--- config.mk ---
export PLATFORM = sky130hd
export DESIGN_NAME = clock_top
export DESIGN_NICKNAME = d
export VERILOG_FILES = /design/src/clock_pkg.sv /design/src/tick_gen.sv /design/src/time_keeper.sv /design/src/alarm_store.sv /design/src/alarm_match.sv /design/src/clock_top.sv
export VERILOG_INCLUDE_DIRS = /design/src
export SDC_FILE = /design/constraint.sdc
export NUM_CORES = 1
export LEC_CHECK = 0
export ABC_AREA = 0
export CAP_MARGIN = 10
export CORE_UTILIZATION = 30
export DETAILED_ROUTE_END_ITERATION = 12
export DONT_BUFFER_PORTS = 1
export GPL_TIMING_DRIVEN = 1
export SLEW_MARGIN = 20
export SYNTH_ARGS = -nofsm -noshare
export SYNTH_HDL_FRONTEND = slang
export SYNTH_SLANG_ARGS = --single-unit
--- constraint.sdc ---
create_clock -name clk -period 4.85 [get_ports clk]
set_input_delay 1.455 -clock clk [delete_from_list [all_inputs] [get_ports clk]]
set_output_delay 1.455 -clock clk [all_outputs]
set_load 0.005 [all_outputs]
--- src/clock_defs.svh ---
`ifndef CLOCK_DEFS_SVH
`define CLOCK_DEFS_SVH

//////////////////////////////
// Time limits
//////////////////////////////

// Largest hour in 12-hour form, smallest is 1
`define HOUR_MAX 12

// Shared limit for minutes and seconds
`define MIN_MAX 59

// Clock cycles per second at 100 MHz
`define TICK_DIV_DEFAULT 100000000

`endif

--- src/clock_pkg.sv ---
`default_nettype none

package clock_pkg;

        // Binary time fields
        typedef logic [3:0] hour_t;
        typedef logic [5:0] min_t;
        typedef logic [5:0] sec_t;

        // One decimal digit
        typedef logic [3:0] bcd_t;

        // Alarm ring FSM
        typedef enum logic [1:0] {
                ring_idle,
                ring_active,
                ring_done
        } ring_state_t;

endpackage

`default_nettype wire

--- src/tick_gen.sv ---
`default_nettype none
`timescale 1ns/10ps
`include "clock_defs.svh"

module tick_gen #(
        parameter int tick_div = `TICK_DIV_DEFAULT
) (
        input  logic clk,
        input  logic reset,
        output logic tick
);

        localparam int cnt_w = (tick_div > 1) ? $clog2(tick_div) : 1;

        logic [cnt_w-1:0] cnt;

        // Down-counter, reload on zero
        always_ff @(posedge clk or posedge reset) begin
                if (reset) begin
                        cnt  <= cnt_w'(tick_div - 1);
                        tick <= 1'b0;
                end else if (cnt == '0) begin
                        cnt  <= cnt_w'(tick_div - 1);
                        tick <= 1'b1;
                end else begin
                        cnt  <= cnt - 1'b1;
                        tick <= 1'b0;
                end
        end

        // Single-cycle pulse when the divider is real
        a_tick_one_cycle: assert property (
                @(posedge clk) disable iff (reset)
                (tick_div > 1) && tick |=> !tick
        ) else $error("tick high for two cycles in a row");

endmodule

`default_nettype wire

--- src/time_keeper.sv ---
`default_nettype none
`timescale 1ns/10ps
`include "clock_defs.svh"

module time_keeper (
        input  logic             clk,
        input  logic             reset,
        input  logic             tick,
        input  logic             set_valid,
        input  clock_pkg::hour_t set_hour,
        input  clock_pkg::min_t  set_min,
        input  clock_pkg::sec_t  set_sec,
        input  logic             set_pm,
        output logic             set_ready,
        output logic             set_err,
        output clock_pkg::hour_t cur_hour,
        output clock_pkg::min_t  cur_min,
        output clock_pkg::sec_t  cur_sec,
        output logic             cur_pm,
        output logic             am_pm,
        output logic             end_of_day,
        output clock_pkg::bcd_t  sec_1d,
        output clock_pkg::bcd_t  sec_10d,
        output clock_pkg::bcd_t  min_1d,
        output clock_pkg::bcd_t  min_10d,
        output clock_pkg::bcd_t  hour_1d,
        output clock_pkg::bcd_t  hour_10d
);

        import clock_pkg::*;

        hour_t r_hour;
        min_t  r_min;
        sec_t  r_sec;
        logic  r_pm;     // am = 0, pm = 1
        logic  ready_en;
        logic  set_fire;
        logic  set_ok;
        logic  set_load;
        logic  sec_wrap;
        logic  min_wrap;
        logic  pm_flip;

        //////////////////////////////
        // Set port
        //////////////////////////////

        // Never ready on a tick cycle
        assign set_ready = ready_en && !tick;
        assign set_fire  = set_valid && set_ready;
        assign set_ok    = (set_hour != '0) && (set_hour <= hour_t'(`HOUR_MAX)) &&
                           (set_min <= min_t'(`MIN_MAX)) && (set_sec <= sec_t'(`MIN_MAX));
        assign set_load  = set_fire && set_ok;

        always_ff @(posedge clk or posedge reset) begin
                if (reset) begin
                        ready_en <= 1'b0;
                        set_err  <= 1'b0;
                end else begin
                        ready_en <= 1'b1;
                        set_err  <= set_fire && !set_ok;
                end
        end

        //////////////////////////////
        // Counters
        //////////////////////////////

        assign sec_wrap = (r_sec == sec_t'(`MIN_MAX));
        assign min_wrap = sec_wrap && (r_min == min_t'(`MIN_MAX));
        assign pm_flip  = min_wrap && (r_hour == hour_t'(`HOUR_MAX - 1));

        always_ff @(posedge clk or posedge reset) begin
                if (reset) begin
                        r_sec  <= '0;
                        r_min  <= '0;
                        r_hour <= hour_t'(`HOUR_MAX);
                        r_pm   <= 1'b0;
                end else if (set_load) begin
                        r_sec  <= set_sec;
                        r_min  <= set_min;
                        r_hour <= set_hour;
                        r_pm   <= set_pm;
                end else if (tick) begin
                        r_sec <= sec_wrap ? '0 : r_sec + 1'b1;
                        if (sec_wrap) begin
                                r_min <= (r_min == min_t'(`MIN_MAX)) ? '0 : r_min + 1'b1;
                        end
                        // Hour 12 rolls over to 1
                        if (min_wrap) begin
                                r_hour <= (r_hour == hour_t'(`HOUR_MAX)) ? hour_t'(1) :
                                          r_hour + 1'b1;
                        end
                        if (pm_flip) begin
                                r_pm <= !r_pm;
                        end
                end
        end

        assign end_of_day = pm_flip && r_pm;
        assign am_pm      = r_pm;
        assign cur_hour   = r_hour;
        assign cur_min    = r_min;
        assign cur_sec    = r_sec;
        assign cur_pm     = r_pm;

        // Binary to BCD digits
        assign sec_1d   = bcd_t'(r_sec % 10);
        assign sec_10d  = bcd_t'(r_sec / 10);
        assign min_1d   = bcd_t'(r_min % 10);
        assign min_10d  = bcd_t'(r_min / 10);
        assign hour_1d  = bcd_t'(r_hour % 10);
        assign hour_10d = bcd_t'(r_hour / 10);

        a_hour_range: assert property (@(posedge clk) disable iff (reset)
                (r_hour >= hour_t'(1)) && (r_hour <= hour_t'(`HOUR_MAX)))
                else $error("hour out of range");

        a_min_sec_range: assert property (@(posedge clk) disable iff (reset)
                (r_min <= min_t'(`MIN_MAX)) && (r_sec <= sec_t'(`MIN_MAX)))
                else $error("minute or second out of range");

endmodule

`default_nettype wire

--- src/alarm_store.sv ---
`default_nettype none
`timescale 1ns/10ps
`include "clock_defs.svh"

module alarm_store (
        input  logic             clk,
        input  logic             reset,
        input  logic             alarm_valid,
        input  clock_pkg::hour_t alarm_hour,
        input  clock_pkg::min_t  alarm_min,
        input  logic             alarm_pm,
        input  logic             alarm_enable,
        output logic             alarm_ready,
        output logic             alarm_err,
        output clock_pkg::hour_t al_hour,
        output clock_pkg::min_t  al_min,
        output logic             al_pm,
        output logic             al_enable
);

        import clock_pkg::*;

        logic wr_fire;
        logic wr_ok;

        assign wr_fire = alarm_valid && alarm_ready;
        assign wr_ok   = (alarm_hour != '0) && (alarm_hour <= hour_t'(`HOUR_MAX)) &&
                         (alarm_min <= min_t'(`MIN_MAX));

        // Ready from the first cycle after reset
        always_ff @(posedge clk or posedge reset) begin
                if (reset) begin
                        alarm_ready <= 1'b0;
                        alarm_err   <= 1'b0;
                end else begin
                        alarm_ready <= 1'b1;
                        alarm_err   <= wr_fire && !wr_ok;
                end
        end

        // Bad writes keep the old alarm
        always_ff @(posedge clk or posedge reset) begin
                if (reset) begin
                        al_hour   <= hour_t'(`HOUR_MAX);
                        al_min    <= '0;
                        al_pm     <= 1'b0;
                        al_enable <= 1'b0;
                end else if (wr_fire && wr_ok) begin
                        al_hour   <= alarm_hour;
                        al_min    <= alarm_min;
                        al_pm     <= alarm_pm;
                        al_enable <= alarm_enable;
                end
        end

endmodule

`default_nettype wire

--- src/alarm_match.sv ---
`default_nettype none
`timescale 1ns/10ps

module alarm_match (
        input  logic             clk,
        input  logic             reset,
        input  clock_pkg::hour_t cur_hour,
        input  clock_pkg::min_t  cur_min,
        input  clock_pkg::sec_t  cur_sec,
        input  logic             cur_pm,
        input  clock_pkg::hour_t al_hour,
        input  clock_pkg::min_t  al_min,
        input  logic             al_pm,
        input  logic             al_enable,
        input  logic             ring_ack,
        output logic             ring
);

        import clock_pkg::*;

        ring_state_t state;
        ring_state_t state_nxt;
        logic        match;

        // Only second 0 of the alarm minute counts
        assign match = al_enable && (cur_hour == al_hour) && (cur_min == al_min) &&
                       (cur_pm == al_pm) && (cur_sec == '0);

        always_comb begin
                state_nxt = state;
                case (state)
                        ring_idle:   if (match) state_nxt = ring_active;
                        ring_active: if (ring_ack) state_nxt = ring_done;
                        // Re-arm once the matching second is gone
                        ring_done:   if (!match) state_nxt = ring_idle;
                        default:     state_nxt = ring_idle;
                endcase
        end

        always_ff @(posedge clk or posedge reset) begin
                if (reset) begin
                        state <= ring_idle;
                        ring  <= 1'b0;
                end else begin
                        state <= state_nxt;
                        ring  <= (state_nxt == ring_active);
                end
        end

        a_ring_state: assert property (@(posedge clk) disable iff (reset)
                ring == (state == ring_active))
                else $error("ring out of step with the FSM");

endmodule

`default_nettype wire

--- src/clock_top.sv ---
`default_nettype none
`timescale 1ns/10ps
`include "clock_defs.svh"

module clock_top #(
        parameter int tick_div = `TICK_DIV_DEFAULT
) (
        input  logic             clk,
        input  logic             reset,
        input  logic             set_valid,
        output logic             set_ready,
        input  clock_pkg::hour_t set_hour,
        input  clock_pkg::min_t  set_min,
        input  clock_pkg::sec_t  set_sec,
        input  logic             set_pm,
        input  logic             alarm_valid,
        output logic             alarm_ready,
        input  clock_pkg::hour_t alarm_hour,
        input  clock_pkg::min_t  alarm_min,
        input  logic             alarm_pm,
        input  logic             alarm_enable,
        output logic             set_err,
        output logic             alarm_err,
        output logic             ring,
        input  logic             ring_ack,
        output clock_pkg::bcd_t  sec_1d,
        output clock_pkg::bcd_t  sec_10d,
        output clock_pkg::bcd_t  min_1d,
        output clock_pkg::bcd_t  min_10d,
        output clock_pkg::bcd_t  hour_1d,
        output clock_pkg::bcd_t  hour_10d,
        output logic             am_pm,
        output logic             end_of_day
);

        import clock_pkg::*;

        logic  tick;
        hour_t cur_hour;
        min_t  cur_min;
        sec_t  cur_sec;
        logic  cur_pm;
        hour_t al_hour;
        min_t  al_min;
        logic  al_pm;
        logic  al_enable;

        //////////////////////////////
        // Time base and counter
        //////////////////////////////

        tick_gen #(.tick_div(tick_div)) i_tick_gen (.clk, .reset, .tick);

        time_keeper i_time_keeper (
                .clk, .reset, .tick,
                .set_valid, .set_hour, .set_min, .set_sec, .set_pm, .set_ready, .set_err,
                .cur_hour, .cur_min, .cur_sec, .cur_pm, .am_pm, .end_of_day,
                .sec_1d, .sec_10d, .min_1d, .min_10d, .hour_1d, .hour_10d
        );

        //////////////////////////////
        // Alarm
        //////////////////////////////

        alarm_store i_alarm_store (
                .clk, .reset,
                .alarm_valid, .alarm_hour, .alarm_min, .alarm_pm, .alarm_enable,
                .alarm_ready, .alarm_err, .al_hour, .al_min, .al_pm, .al_enable
        );

        alarm_match i_alarm_match (
                .clk, .reset,
                .cur_hour, .cur_min, .cur_sec, .cur_pm,
                .al_hour, .al_min, .al_pm, .al_enable, .ring_ack, .ring
        );

endmodule

`default_nettype wire

# --- Word level (Yosys, flattened, before mapping) ---
# Cells that the tools add are included.
classes:
  n_addsub: 4
  div_mod_pow: 6
  magnitude_cmp: 5
  eq_ne: 10
  mux: 20
  n_reduce_logical: 35
ops:
  columns: ["operator", "n"]
  rows:
  - ["divider 6 x 4 -> 32 bit (second input constant)", 2]
  - ["remainder unit 6 x 4 -> 32 bit (second input constant)", 2]
  - ["2-to-1 mux 6 bit", 7]
  - ["divider 4 x 4 -> 32 bit (second input constant)", 1]
  - ["remainder unit 4 x 4 -> 32 bit (second input constant)", 1]
  - ["zero test 27 bit", 1]
  - ["2-to-1 mux 27 bit", 1]
  - ["subtractor 27 x 1 -> 27 bit (second input constant)", 1]
  - ["logical AND 1 bit", 19]
  - ["less-or-equal comparator 6 bit (second input constant)", 3]
  - ["2-to-1 mux 4 bit", 4]
  - ["adder 6 x 1 -> 6 bit (second input constant)", 2]
  - ["== test 6 bit (second input constant)", 2]
  - ["== test 4 bit (second input constant)", 2]
  - ["less-or-equal comparator 4 bit (second input constant)", 2]
  - ["nonzero test 2 bit", 4]
  - ["nonzero test 4 bit", 2]
  - ["== test 6 bit", 1]
  - ["zero test 6 bit", 1]
  - ["2-to-1 mux 2 bit", 3]
  - ["case mux 2 bit (3 select lines)", 1]
  - ["AND reduction 2 bit", 3]
  - ["adder 4 x 1 -> 4 bit (second input constant)", 1]
  - ["== test 2 x 1 -> 1 bit (second input constant)", 2]
  - ["6 further kinds", 12]
word_totals:
  reg_bits: 63
  in_bits: 34
  out_inout_bits: 31
  wordCells: 95

# --- Logic depth before layout (Yosys ltp) ---
# Gate-level depths: netlist of the first run.
depth:
  depth_word: 8
  depth_mapped: 12
  ltp_nobuf: 11

# --- By module ---
# A second synthesis of the first run with hierarchy kept.
unflattened:
  cells_unflattened: 473
  area_unflattened_um2: 4420.5
modules_own_cells:
  columns: ["module", "instances", "cells_each", "area_per_inst_um2", "seq_area_each_um2"]
  rows:
  - ["time_keeper", 1, 267, 2102.0, 478.0]
  - ["tick_gen", 1, 144, 1452.6, 724.4]
  - ["alarm_store", 1, 35, 616.8, 352.8]
  - ["alarm_match", 1, 27, 249.0, 75.1]

# --- Worst setup path after synthesis of the first run ---
# Ideal clock, no wire load.
synth_timing:
  path_type: "register -> output"
  from: "reg i_time_keeper.r_sec[3], in the netlist i_time_keeper.cur_sec[3]"
  to: "out sec_1d[3]"
  arrival_time_ps: 2688
  t_required_ps: 3395
  setup_slack_ps: 707
  stages_incl_launch_ff: 13
  path_buffers: 1
  path_cell_list: "dfrtp_1 clkbuf_1 inv_1 ha_1 inv_1 ha_1 nor4bb_1 o211ai_1 o211ai_1 mux2_2 ha_1 o21ai_0 o31a_1"
synth_via:
  elab_chain_cells: 1
synth_rtl:
  columns: ["item", "line_no", "rtl"]
  rows:
  - ["start, declared", "time_keeper.sv:34", "sec_t r_sec;"]
  - ["start signal, assigned", "time_keeper.sv:80", "r_sec <= set_sec;"]
  - ["start signal, assigned", "time_keeper.sv:85", "r_sec <= sec_wrap ? '0 : r_sec + 1'b1;"]
  - ["remainder unit 6 x 4 -> 32 bit", "time_keeper.sv:108", "assign sec_1d = bcd_t'(r_sec % 10);"]
  - ["end, declared", "clock_top.sv:26", "output clock_pkg::bcd_t sec_1d,"]
# Every way passes these cells.

# --- Final worst setup path of the first run ---
layout_timing:
  from: "reg i_time_keeper.r_sec[4], in the netlist i_time_keeper.cur_sec[4]"
  to: "out sec_1d[3]"
# Same word-level chain as after synthesis.

==> results.tsv, run 1 <==
metric	value	unit
clock_skew	0.00634	ns
hold_ws	0.465	ns
initial_core_util	31.2	%
worst_setup_path_start_kind	register	
fp.dieW	117	µm
grt_pass1_vias	3059	
async_reset_ff_share	100	%
leakage	1.78	nW
grt_util_all_layers	14.3	%
worstPathRequired	3.39	ns
drt_iter0_markers	182	
final_hold_viol_count	0	
yosys_warnings	0	
die_y	117	µm
power_density	393	nW/µm²
path_class	register to output pin	
synth_area	4000	µm²
place.gp.congestion	0.862	
finalWorstSetupSlack	0.262	ns
io_buffers	0	
critical_path_arrival	3.13	ns
cts_tree	yes	
synth_top_area_share	25.0	%
synth.distinct_cells	61	
wl_per_cell	15.4	µm
io-pin-count	65	
antenna_found_initial	0	
clk_path_buf_depth	2	
dp_hpwl	6.99	mm
layout_min_cycle_time	4.59	ns
synth_top_cell_by_area	dfrtp_1	
die_area	13800	µm²
root_buffer	clkbuf_16	
grt_start_max_net_pins	38	
crit_path_end_kind	output pin	
drv_cap	0	
fp-row-count	41	
ant_nets	0	
hold_buffers	0	
htreeDepth	3	
yosysMostFrequentCell	dfrtp_1	
cts_made_buffers	9	
fmax	218	MHz
setup_viol	0	
dp_cells	579	
tightest_slew	0.815	ns
insertion_delay	0.33	ns
overflow	0	
setup_tns	0	ns
rsz0062_at_grt	no	
routed_via_density	5.07	
fin_nets	471	
pre_cts_ws	0.563	ns
synth_common_cells	dfrtp_1, o21ai_0, nand2_1	
cts.reportedPaths.clkPinSlew	0.05	ns
grt_pass1_wl	15.7	mm
fillCellCount	1289	
synthCells	425	
synth_edf_count	0	
ys.flop_type	dfrtp_1	
wl	9.15	mm
ys_seq_area_share	40.1	%
hold_class	register to register	
diodes	0	
vias	3017	
ir_drop	0.000150	V
finalCritPeriodShare	94.6	%
syn_to_final_growth	11.2	%
ys_ff_latch	63	
finalMaxSlewViolations	0	
syn_avg_cell_area	9.41	µm²
status	finished, final reports clean	
first_pass_iters	4	
cts_sinks	63	
cp_max_fo	12	
core	12800	µm²
drc	0	
final_cell_count_no_fill	595	
drive_gt1_share	15.8	%
ys_top_cells_by_area	dfrtp_1, dfstp_2, ha_1, xnor2_1, o21ai_0	
slew_headroom	45.2	%
==> critical path, stage by stage (launching register included) <==
cell      delay [ns]
dfrtp_1         0.48
inv_1           0.12
ha_1            0.14
inv_1           0.04
ha_1            0.21
or3b_2          0.46
a211oi_1        0.25
o211ai_1        0.22
mux2_2          0.34
ha_1            0.19
o21ai_0         0.16
o31a_1          0.19
==> final timing paths <==
path | from | to | cells past startpoint | slack [ns]
min in group asynchronous | reset | i_tick_gen.cnt[25]$_DFF_PP0_ | 1 | 1.15
min | i_tick_gen.cnt[0]$_DFF_PP1_ | i_tick_gen.cnt[0]$_DFF_PP1_ | 1 | 0.46
max | i_time_keeper.cur_sec[4]$_DFFE_PP0P_ | sec_1d[3] | 11 | 0.26
max reg2reg | i_tick_gen.cnt[0]$_DFF_PP1_ | i_tick_gen.cnt[11]$_DFF_PP0_ | 7 | 2.31
max in group asynchronous | reset | i_alarm_store.al_hour[3]$_DFFE_PP1P_ | 2 | 2.80
min reg2reg | i_tick_gen.cnt[0]$_DFF_PP1_ | i_tick_gen.cnt[0]$_DFF_PP1_ | 1 | 0.46
==> state kept, by name, summed over array words and instances, names as in the netlist, 2 cells and up <==
signal,cells
i_tick_gen.cnt,27
i_time_keeper.cur_hour,4
i_alarm_store.al_min,6
i_time_keeper.cur_min,6
i_alarm_match.state,2
i_alarm_store.al_hour,4
i_time_keeper.cur_sec,6
==> report_power, final <==
group          switching [mW]  internal [mW]
registers              0.0913          0.581
logic                   0.223          0.192
clock network           0.220          0.440
==> layer usage <==
metal / share of wire (%) / GRT usage, % / wire [µm]
met5: 0 / 0 / 0
met4: 1.2 / 4.17 / 111
met3: 7.5 / 5.57 / 682
met2: 48 / 23.6 / 4410
met1: 43 / 17.0 / 3950
==> layout by cell type (no fill, tap or decap), drive strengths merged, types with 14 or more instances in the layout <==
cell,synthesis,final
dfrtp,40,40
inv,21,21
clkbuf,14,14
nand2,35,35
dfstp,23,23
a21oi,19,19
ha,19,19
xor2,14,14
xnor2,21,21
nor2,21,21
mux2,15,15
o21ai,36,36
==> final cells by class <==
type                       instances  area, µm²  area share [%]
clock buffer                      14        274            6.16
timing repair buffer               3       22.5           0.506
tap                              172        215            4.84
multi-input combinational        320       2210            49.8
sequential                        63       1610            36.1
clock inverter                     2       37.5           0.844
inverter                          21       78.8            1.77
==> metrics by stage <==
step	total power, mW	utilization, %	instance area (µm²)
after floorplan	1.01	-	4020
after CTS	1.77	34.6	4440
final	1.75	34.7	4450
after global placement	1.08	32.2	4130
after detailed placement	1.10	32.2	4130
after global routing	1.86	34.7	4450
==> repair_timing <==
action	CTS	global route
setup buffers	0	0
setup endpoints to repair	0	1
resized for setup	0	1
==> cell families (layout without fill, tap and decap cells) <==
family / after synthesis / after routing / share of synthesized area (%)
DFF: 63 / 63 / 40.1
xor gates and xnor gates: 35 / 35 / 7.66
and+or+nand+nor: 150 / 150 / 21.8
muxes: 22 / 22 / 5.97
other: 2 / 6 / 0.188
adders and majority gates: 19 / 19 / 5.94
AOI/OAI and AO/OA: 88 / 88 / 13.2
buffers and inverters: 46 / 40 / 5.10
Power figures use the tool's default switching activity.
==> run 2, diff against run 1 <==
Settings changed: BUFFER_PORTS_ARGS from default to -buffer_cell sky130_fd_sc_hd__buf_2, DONT_BUFFER_PORTS 1 to default, SETUP_SLACK_MARGIN from default to 0.15.
==> run 2 against run 1 <==
Wire length up 2.9%. First-iteration DRC count fell by 8.8%. Power increased by 2.1%. Flip-flop and latch count is the same. Final area increased by 6.6%. Hold slack got worse by 0.0063 ns. Maximum frequency rose by 0.51%. Utilization is 2.3 points higher. Largest power group unchanged.
==> results.tsv, run 2 (synthesis gave the netlist of run 1 again) <==
metric	value	unit	change
status	finished, final reports clean		
combPwrFrac	28.8	%	+5.0 points
seq_power_share	37.5	%	-1.0 points
fp.dieW	117	µm	unchanged
drt_iter0_markers	166		-8.8%
cts_sinks	63		unchanged
root_buffer	clkbuf_16		
ir_drop	0.000160	V	+7.1%
worst_setup_path_start_kind	register		
leakage	2.01	nW	+13%
p_total	1.78	mW	+2.1%
clock_skew	0.00842	ns	+0.00208 ns
overflow	0		unchanged
drc	0		unchanged
grt_pass1_wl	15.5	mm	-1.3%
final_core_util	37.0	%	+2.3 points
fillCellCount	1333		+3.4%
path_class	register to output pin		
cts.reportedPaths.clkPinSlew	0.05	ns	about the same
routed_via_density	4.98		-1.7%
first_pass_iters	4		unchanged
cp_max_fo	9		-3
rsz0062_at_grt	no		
power_frac_clock	33.6	%	-4.2 points
diodes	0		unchanged
hold_ws	0.459	ns	-0.00630 ns
final_cell_mix	buf_2, dfrtp_1, o21ai_0		
syn_to_final_growth	18.6	%	
r2r-start	i_tick_gen.cnt[0]$_DFF_PP1_		
drive_gt1_share	27.5	%	+12 points
wl	9.41	mm	+2.9%
cts_made_buffers	9		unchanged
fp-row-count	41		unchanged
layout_min_cycle_time	4.57	ns	-0.0232 ns
grt_start_max_net_pins	36		-5.3%
swShare	32.8	%	+2.2 points
drv_cap	0		unchanged
setup_viol	0		unchanged
slew_headroom	53.2	%	+8.0 points
core	12800	µm²	unchanged
internal_power	1.20	mW	-1.2%
wl_per_cell	14.3	µm	-6.7%
path_buf_inv	3		+1
cts_tree	yes		
die_area	13800	µm²	unchanged
setup_tns	0	ns	unchanged
insertion_delay	0.33	ns	about the same
critical_path_arrival	3.11	ns	-0.02 ns
clk_path_buf_depth	2		unchanged
hold_start	i_tick_gen.cnt[0]$_DFF_PP1_		
regMostFlops	i_tick_gen.cnt		
path_cells	inv_1 > ha_1 > inv_1 > ha_1 > or3b_2 > a211oi_2 > o211ai_1 > a221oi_2 > o21a_1 > mux2i_1 > buf_2		
antenna_found_initial	0		unchanged
worstSetupStartpoint	i_time_keeper.cur_sec[4]$_DFFE_PP0P_		
finalCritPeriodShare	94.1	%	-0.48 points
fmax	219	MHz	+0.51%
slowest_delay	0.46	ns	-0.02 ns
die_y	117	µm	unchanged
final_hold_viol_count	0		unchanged
finalMaxSlewViolations	0		unchanged
cpMaxStageDelayCell	or3b_2		
vias	3269		+8.4%
dp_hpwl	6.95	mm	-0.60%
io_buffers	59		+59
grt_pass1_vias	3158		+3.2%
fin_nets	532		+13%
cpLargestDelayFamily	compound AO/OA/AOI/OAI gates		
power_density	376	nW/µm²	-4.2%
multiInputGateArea	2230	µm²	+0.51%
place.gp.congestion	0.873		+1.2%
p_switching	586	µW	+9.6%
worstPathRequired	3.39	ns	about the same
ant_nets	0		unchanged
largest_reg_flops	27		unchanged
hold_class	register to register		
grt_util_all_layers	13.9	%	-0.38 points
htreeDepth	3		unchanged
io-pin-count	65		unchanged
regArea	1610	µm²	about the same
crit_path_end_kind	output pin		
layout_commonest_cell	buf_2		
hold_buffers	0		unchanged
tightest_slew	0.696	ns	-0.119 ns
initial_core_util	31.2	%	unchanged
run 2: changes by cell type in the layout (fill, tap and decap cells not counted), moves of 2 or more:
cell and delta:
buf_2 +59, buf_4 +2, clkbuf_1 -2, clkbuf_8 -2, clkinvlp_4 +2
run 2: power by group through the flow:
stage               clock network, mW  logic (mW)  registers, mW
finish                          0.600       0.514          0.670
global route                    0.638       0.575          0.681
CTS                             0.615       0.500          0.671
detailed placement                  0       0.497          0.680
global placement                    0       0.484          0.676
floorplan                           0       0.379          0.628
run 2: cell type report:
type,instances,area share [%]
inverters,21,1.66
repair buffers,64,7.02
flip-flops and latches,63,33.9
well taps,172,4.54
clock inverters,6,0.950
multi-input cells,320,46.9
clock buffers,10,5.04
run 2: repair_timing:
item / CTS / global route
buffers inserted: 0 / 2
gates resized for setup: 0 / 4
setup endpoints to repair: 0 / 3
run 2: final timing paths:
path                            depth (start not counted)                                    end  slack (ns)
min in group asynchronous                               2           i_tick_gen.cnt[25]$_DFF_PP0_        1.21
worst min-delay path                                    1            i_tick_gen.cnt[0]$_DFF_PP1_        0.46
worst max register to register                          7            i_tick_gen.cnt[1]$_DFF_PP1_        2.34
worst min register to register                          1            i_tick_gen.cnt[0]$_DFF_PP1_        0.46
max in group asynchronous                               3  i_time_keeper.cur_hour[3]$_DFFE_PP1P_        2.71
worst max-delay path                                   11                              sec_1d[2]        0.28
run 2: layer usage:
layer	vias to the layer above	track usage (%)	wire length [µm]
met4	0	4.25	171
met3	15	3.05	349
met5	-	0	0
met1	1566	18.1	4360
met2	76	22.9	4530
li1	1612	-	-
run 2: metrics by stage:
step | cell area [µm²] | cells | worst slack, ns
after CTS | 4710 | 654 | 0.191
after global routing | 4740 | 656 | 0.139
after floorplan | 4020 | 429 | 0.707
after global placement | 4430 | 638 | 0.690
final | 4740 | 656 | 0.285
after detailed placement | 4430 | 638 | 0.535
==> run 3, diff against run 2 <==
--- a/config.mk
+++ b/config.mk
@@ -11,2 +11,3 @@
 export CAP_MARGIN = 10
+export CORE_ASPECT_RATIO = 1.25
 export CORE_UTILIZATION = 30
==> constraint.sdc (replaced) <==
create_clock -name clk -period 4.85 [get_ports clk]
set_input_delay 0.2425 -clock clk [delete_from_list [all_inputs] [get_ports clk]]
set_output_delay 0.2425 -clock clk [all_outputs]
set_load 0.005 [all_outputs]
==> run 3 against run 2 <==
Combinational power down 5.6%. Wire length grew 0.40%. Final area shrank 0.95%. Worst setup slack gained 1.0 ns. Sequential power is 0.9% higher. First-iteration DRC count fell by 24%. Sequential share of layout area up 0.30 points. Non-clock buffer count shrank 3. Register-to-register slack better by 0.05 ns. Clock skew increased by 0.0033 ns. Maximum frequency grew 29%. Cell count down 1.1%. Critical endpoint is now sec_1d[3]. Highest routed layer unchanged.
==> results.tsv, run 3 (synthesis gave the netlist of run 1 again) <==
metric	value	unit	change
status	finished, final reports clean		
hold_buffers	0		unchanged
crit_path_end_kind	output pin		
rsz0062_at_grt	no		
critical_path_arrival	3.31	ns	+0.20 ns
worstSetupStartpoint	i_time_keeper.cur_sec[3]$_DFFE_PP0P_		
htreeDepth	3		unchanged
wl	9.45	mm	+0.40%
globalRouteMet3Util	2.33	%	-0.72 points
fp.dieW	105	µm	-10%
layout_commonest_cell	buf_2		
leakage	2.00	nW	-0.50%
place.gp.congestion	0.908		+4.0%
initial_core_util	31.2	%	about the same
io_buffers	59		unchanged
drt_iter0_markers	126		-24%
first_pass_iters	4		unchanged
fillCellCount	1316		-1.3%
final_hold_viol_count	0		unchanged
cpMaxStageDelayCell	dfrtp_1		
fp-row-count	46		+12%
ir_drop	0.000201	V	+25%
finalMaxSlewViolations	0		unchanged
path_cells	inv_1 > ha_1 > inv_1 > ha_1 > nor4bb_1 > o211ai_1 > o211ai_1 > mux2_2 > ha_1 > o21ai_0 > o31a_1 > buf_2		
cp_max_fo	16		+7
hold_class	primary input to async pin		
routed_via_density	5.08		+1.9%
clock_skew	0.0117	ns	+0.00326 ns
grt_use_met1	18.7	%	+0.62 points
setup_tns	0	ns	unchanged
grt_pass1_vias	3196		+1.2%
cts.reportedPaths.clkPinSlew	0.07	ns	+0.02 ns
final_cell_mix	buf_2, dfrtp_1, o21ai_0		
drive_gt1_share	26.2	%	-1.3 points
cts_tree	yes		
regMostFlops	i_tick_gen.cnt		
diodes	0		unchanged
dp_cells	633		-0.78%
grt_start_max_net_pins	64		+78%
drc	0		unchanged
cts_post_setup_buffers_inserted	0		unchanged
slew_headroom	46.3	%	-7.0 points
worstPathRequired	4.61	ns	+1.22 ns
dp_hpwl	7.08	mm	+1.9%
clk_path_buf_depth	2		unchanged
final_cell_count_no_fill	649		-1.1%
drv_cap	0		unchanged
core	12800	µm²	about the same
antenna_found_initial	0		unchanged
grt_pass1_wl	16.0	mm	+3.8%
slowest_delay	0.61	ns	+0.15 ns
crit_path_frequent_cell	ha_1		
cts_sinks	63		unchanged
worst_setup_path_start_kind	register		
cts_resized	0		unchanged
cts_made_buffers	9		unchanged
tightest_slew	0.806	ns	+0.110 ns
vias	3294		+0.76%
overflow	0		unchanged
largest_reg_flops	27		unchanged
grt_util_all_layers	14.4	%	+0.54 points
io-pin-count	65		unchanged
ant_nets	0		unchanged
wl_per_cell	14.6	µm	+1.5%
path_class	register to output pin		
layout_min_cycle_time	3.55	ns	-1.02 ns
fin_nets	529		-0.56%
die_y	131	µm	+12%
insertion_delay	0.33	ns	about the same
fmax	282	MHz	+29%
r2r-start	i_tick_gen.cnt[0]$_DFF_PP1_		
die_area	13800	µm²	about the same
finalCritPeriodShare	73.2	%	-21 points
grt_busiest_layer	met2		
power_density	378	nW/µm²	+0.48%
root_buffer	clkbuf_16		
syn_to_final_growth	17.5	%	
grtUsageMet2	24.0	%	+1.1 points
setup_viol	0		unchanged
-- run 3: cell types whose count changed in the layout (fill, tap and decap cells not counted), sizes merged --
cell / delta
buf: -3
inv: +3
clkinvlp: -2
clkbuf: -1
-- run 3: final timing paths --
path	endpoint	slack (ns)	cells past startpoint
min in group clk	i_time_keeper.cur_sec[0]$_DFFE_PP0P_	0.12	3
worst max-delay path	sec_1d[3]	1.30	12
worst min-delay path	i_alarm_store.alarm_ready$_DFF_PP0_	0.12	3
worst min register to register	i_tick_gen.cnt[0]$_DFF_PP1_	0.46	1
max in group asynchronous	i_alarm_store.al_min[0]$_DFFE_PP0P_	4.17	3
worst max register to register	i_tick_gen.cnt[1]$_DFF_PP1_	2.39	7
-- run 3: where the power goes --
| part | switching [mW] | internal [mW] |
|---|---|---|
| Combinational | 0.240 | 0.245 |
| Sequential | 0.0960 | 0.580 |
| Clock | 0.261 | 0.354 |
| Total | 0.597 | 1.18 |
-- run 3: worst max-delay path, delay by kind of cell, from the launching register on --
family	cells	cell delay, ns
muxes	1	0.39
AOI/OAI and AO/OA	4	0.71
DFF	1	0.61
and+or+nand+nor	1	0.36
adders and majority gates	3	0.66
buffers and inverters	3	0.26
-- run 3: area by class of cell --
type                    instances  area (µm²)  share of cell area (%)
repair buffers                 61         310                    6.60
multi-input cells             320        2210                    47.0
flip-flops and latches         63        1610                    34.2
inverters                      21        78.8                    1.68
clock inverters                 7        60.1                    1.28
well taps                     168         210                    4.47
clock buffers                   9         225                    4.79
-- run 3: layer usage --
layer	up-vias	part of all wire (%)	routed length [µm]
li1	1611	-	-
met1	1592	45	4280
met2	75	49	4620
met3	16	3.9	367
met4	0	1.9	184
met5	-	0	0
-- run 3: metrics by stage --
step / util, % / power, mW / setup slack (ns) / hold WS, ns / cell area [µm²]
2_1_floorplan: - / 1.01 / 1.92 / 0.359 / 4020
3_3_place_gp: 34.4 / 1.15 / 1.84 / 0.444 / 4410
3_5_place_dp: 34.4 / 1.17 / 1.66 / 0.449 / 4410
4_1_cts: 36.6 / 1.79 / 1.33 / 0.117 / 4700
5_1_grt: 36.6 / 1.89 / 1.08 / 0.146 / 4700
6_report: 36.6 / 1.78 / 1.30 / 0.119 / 4700
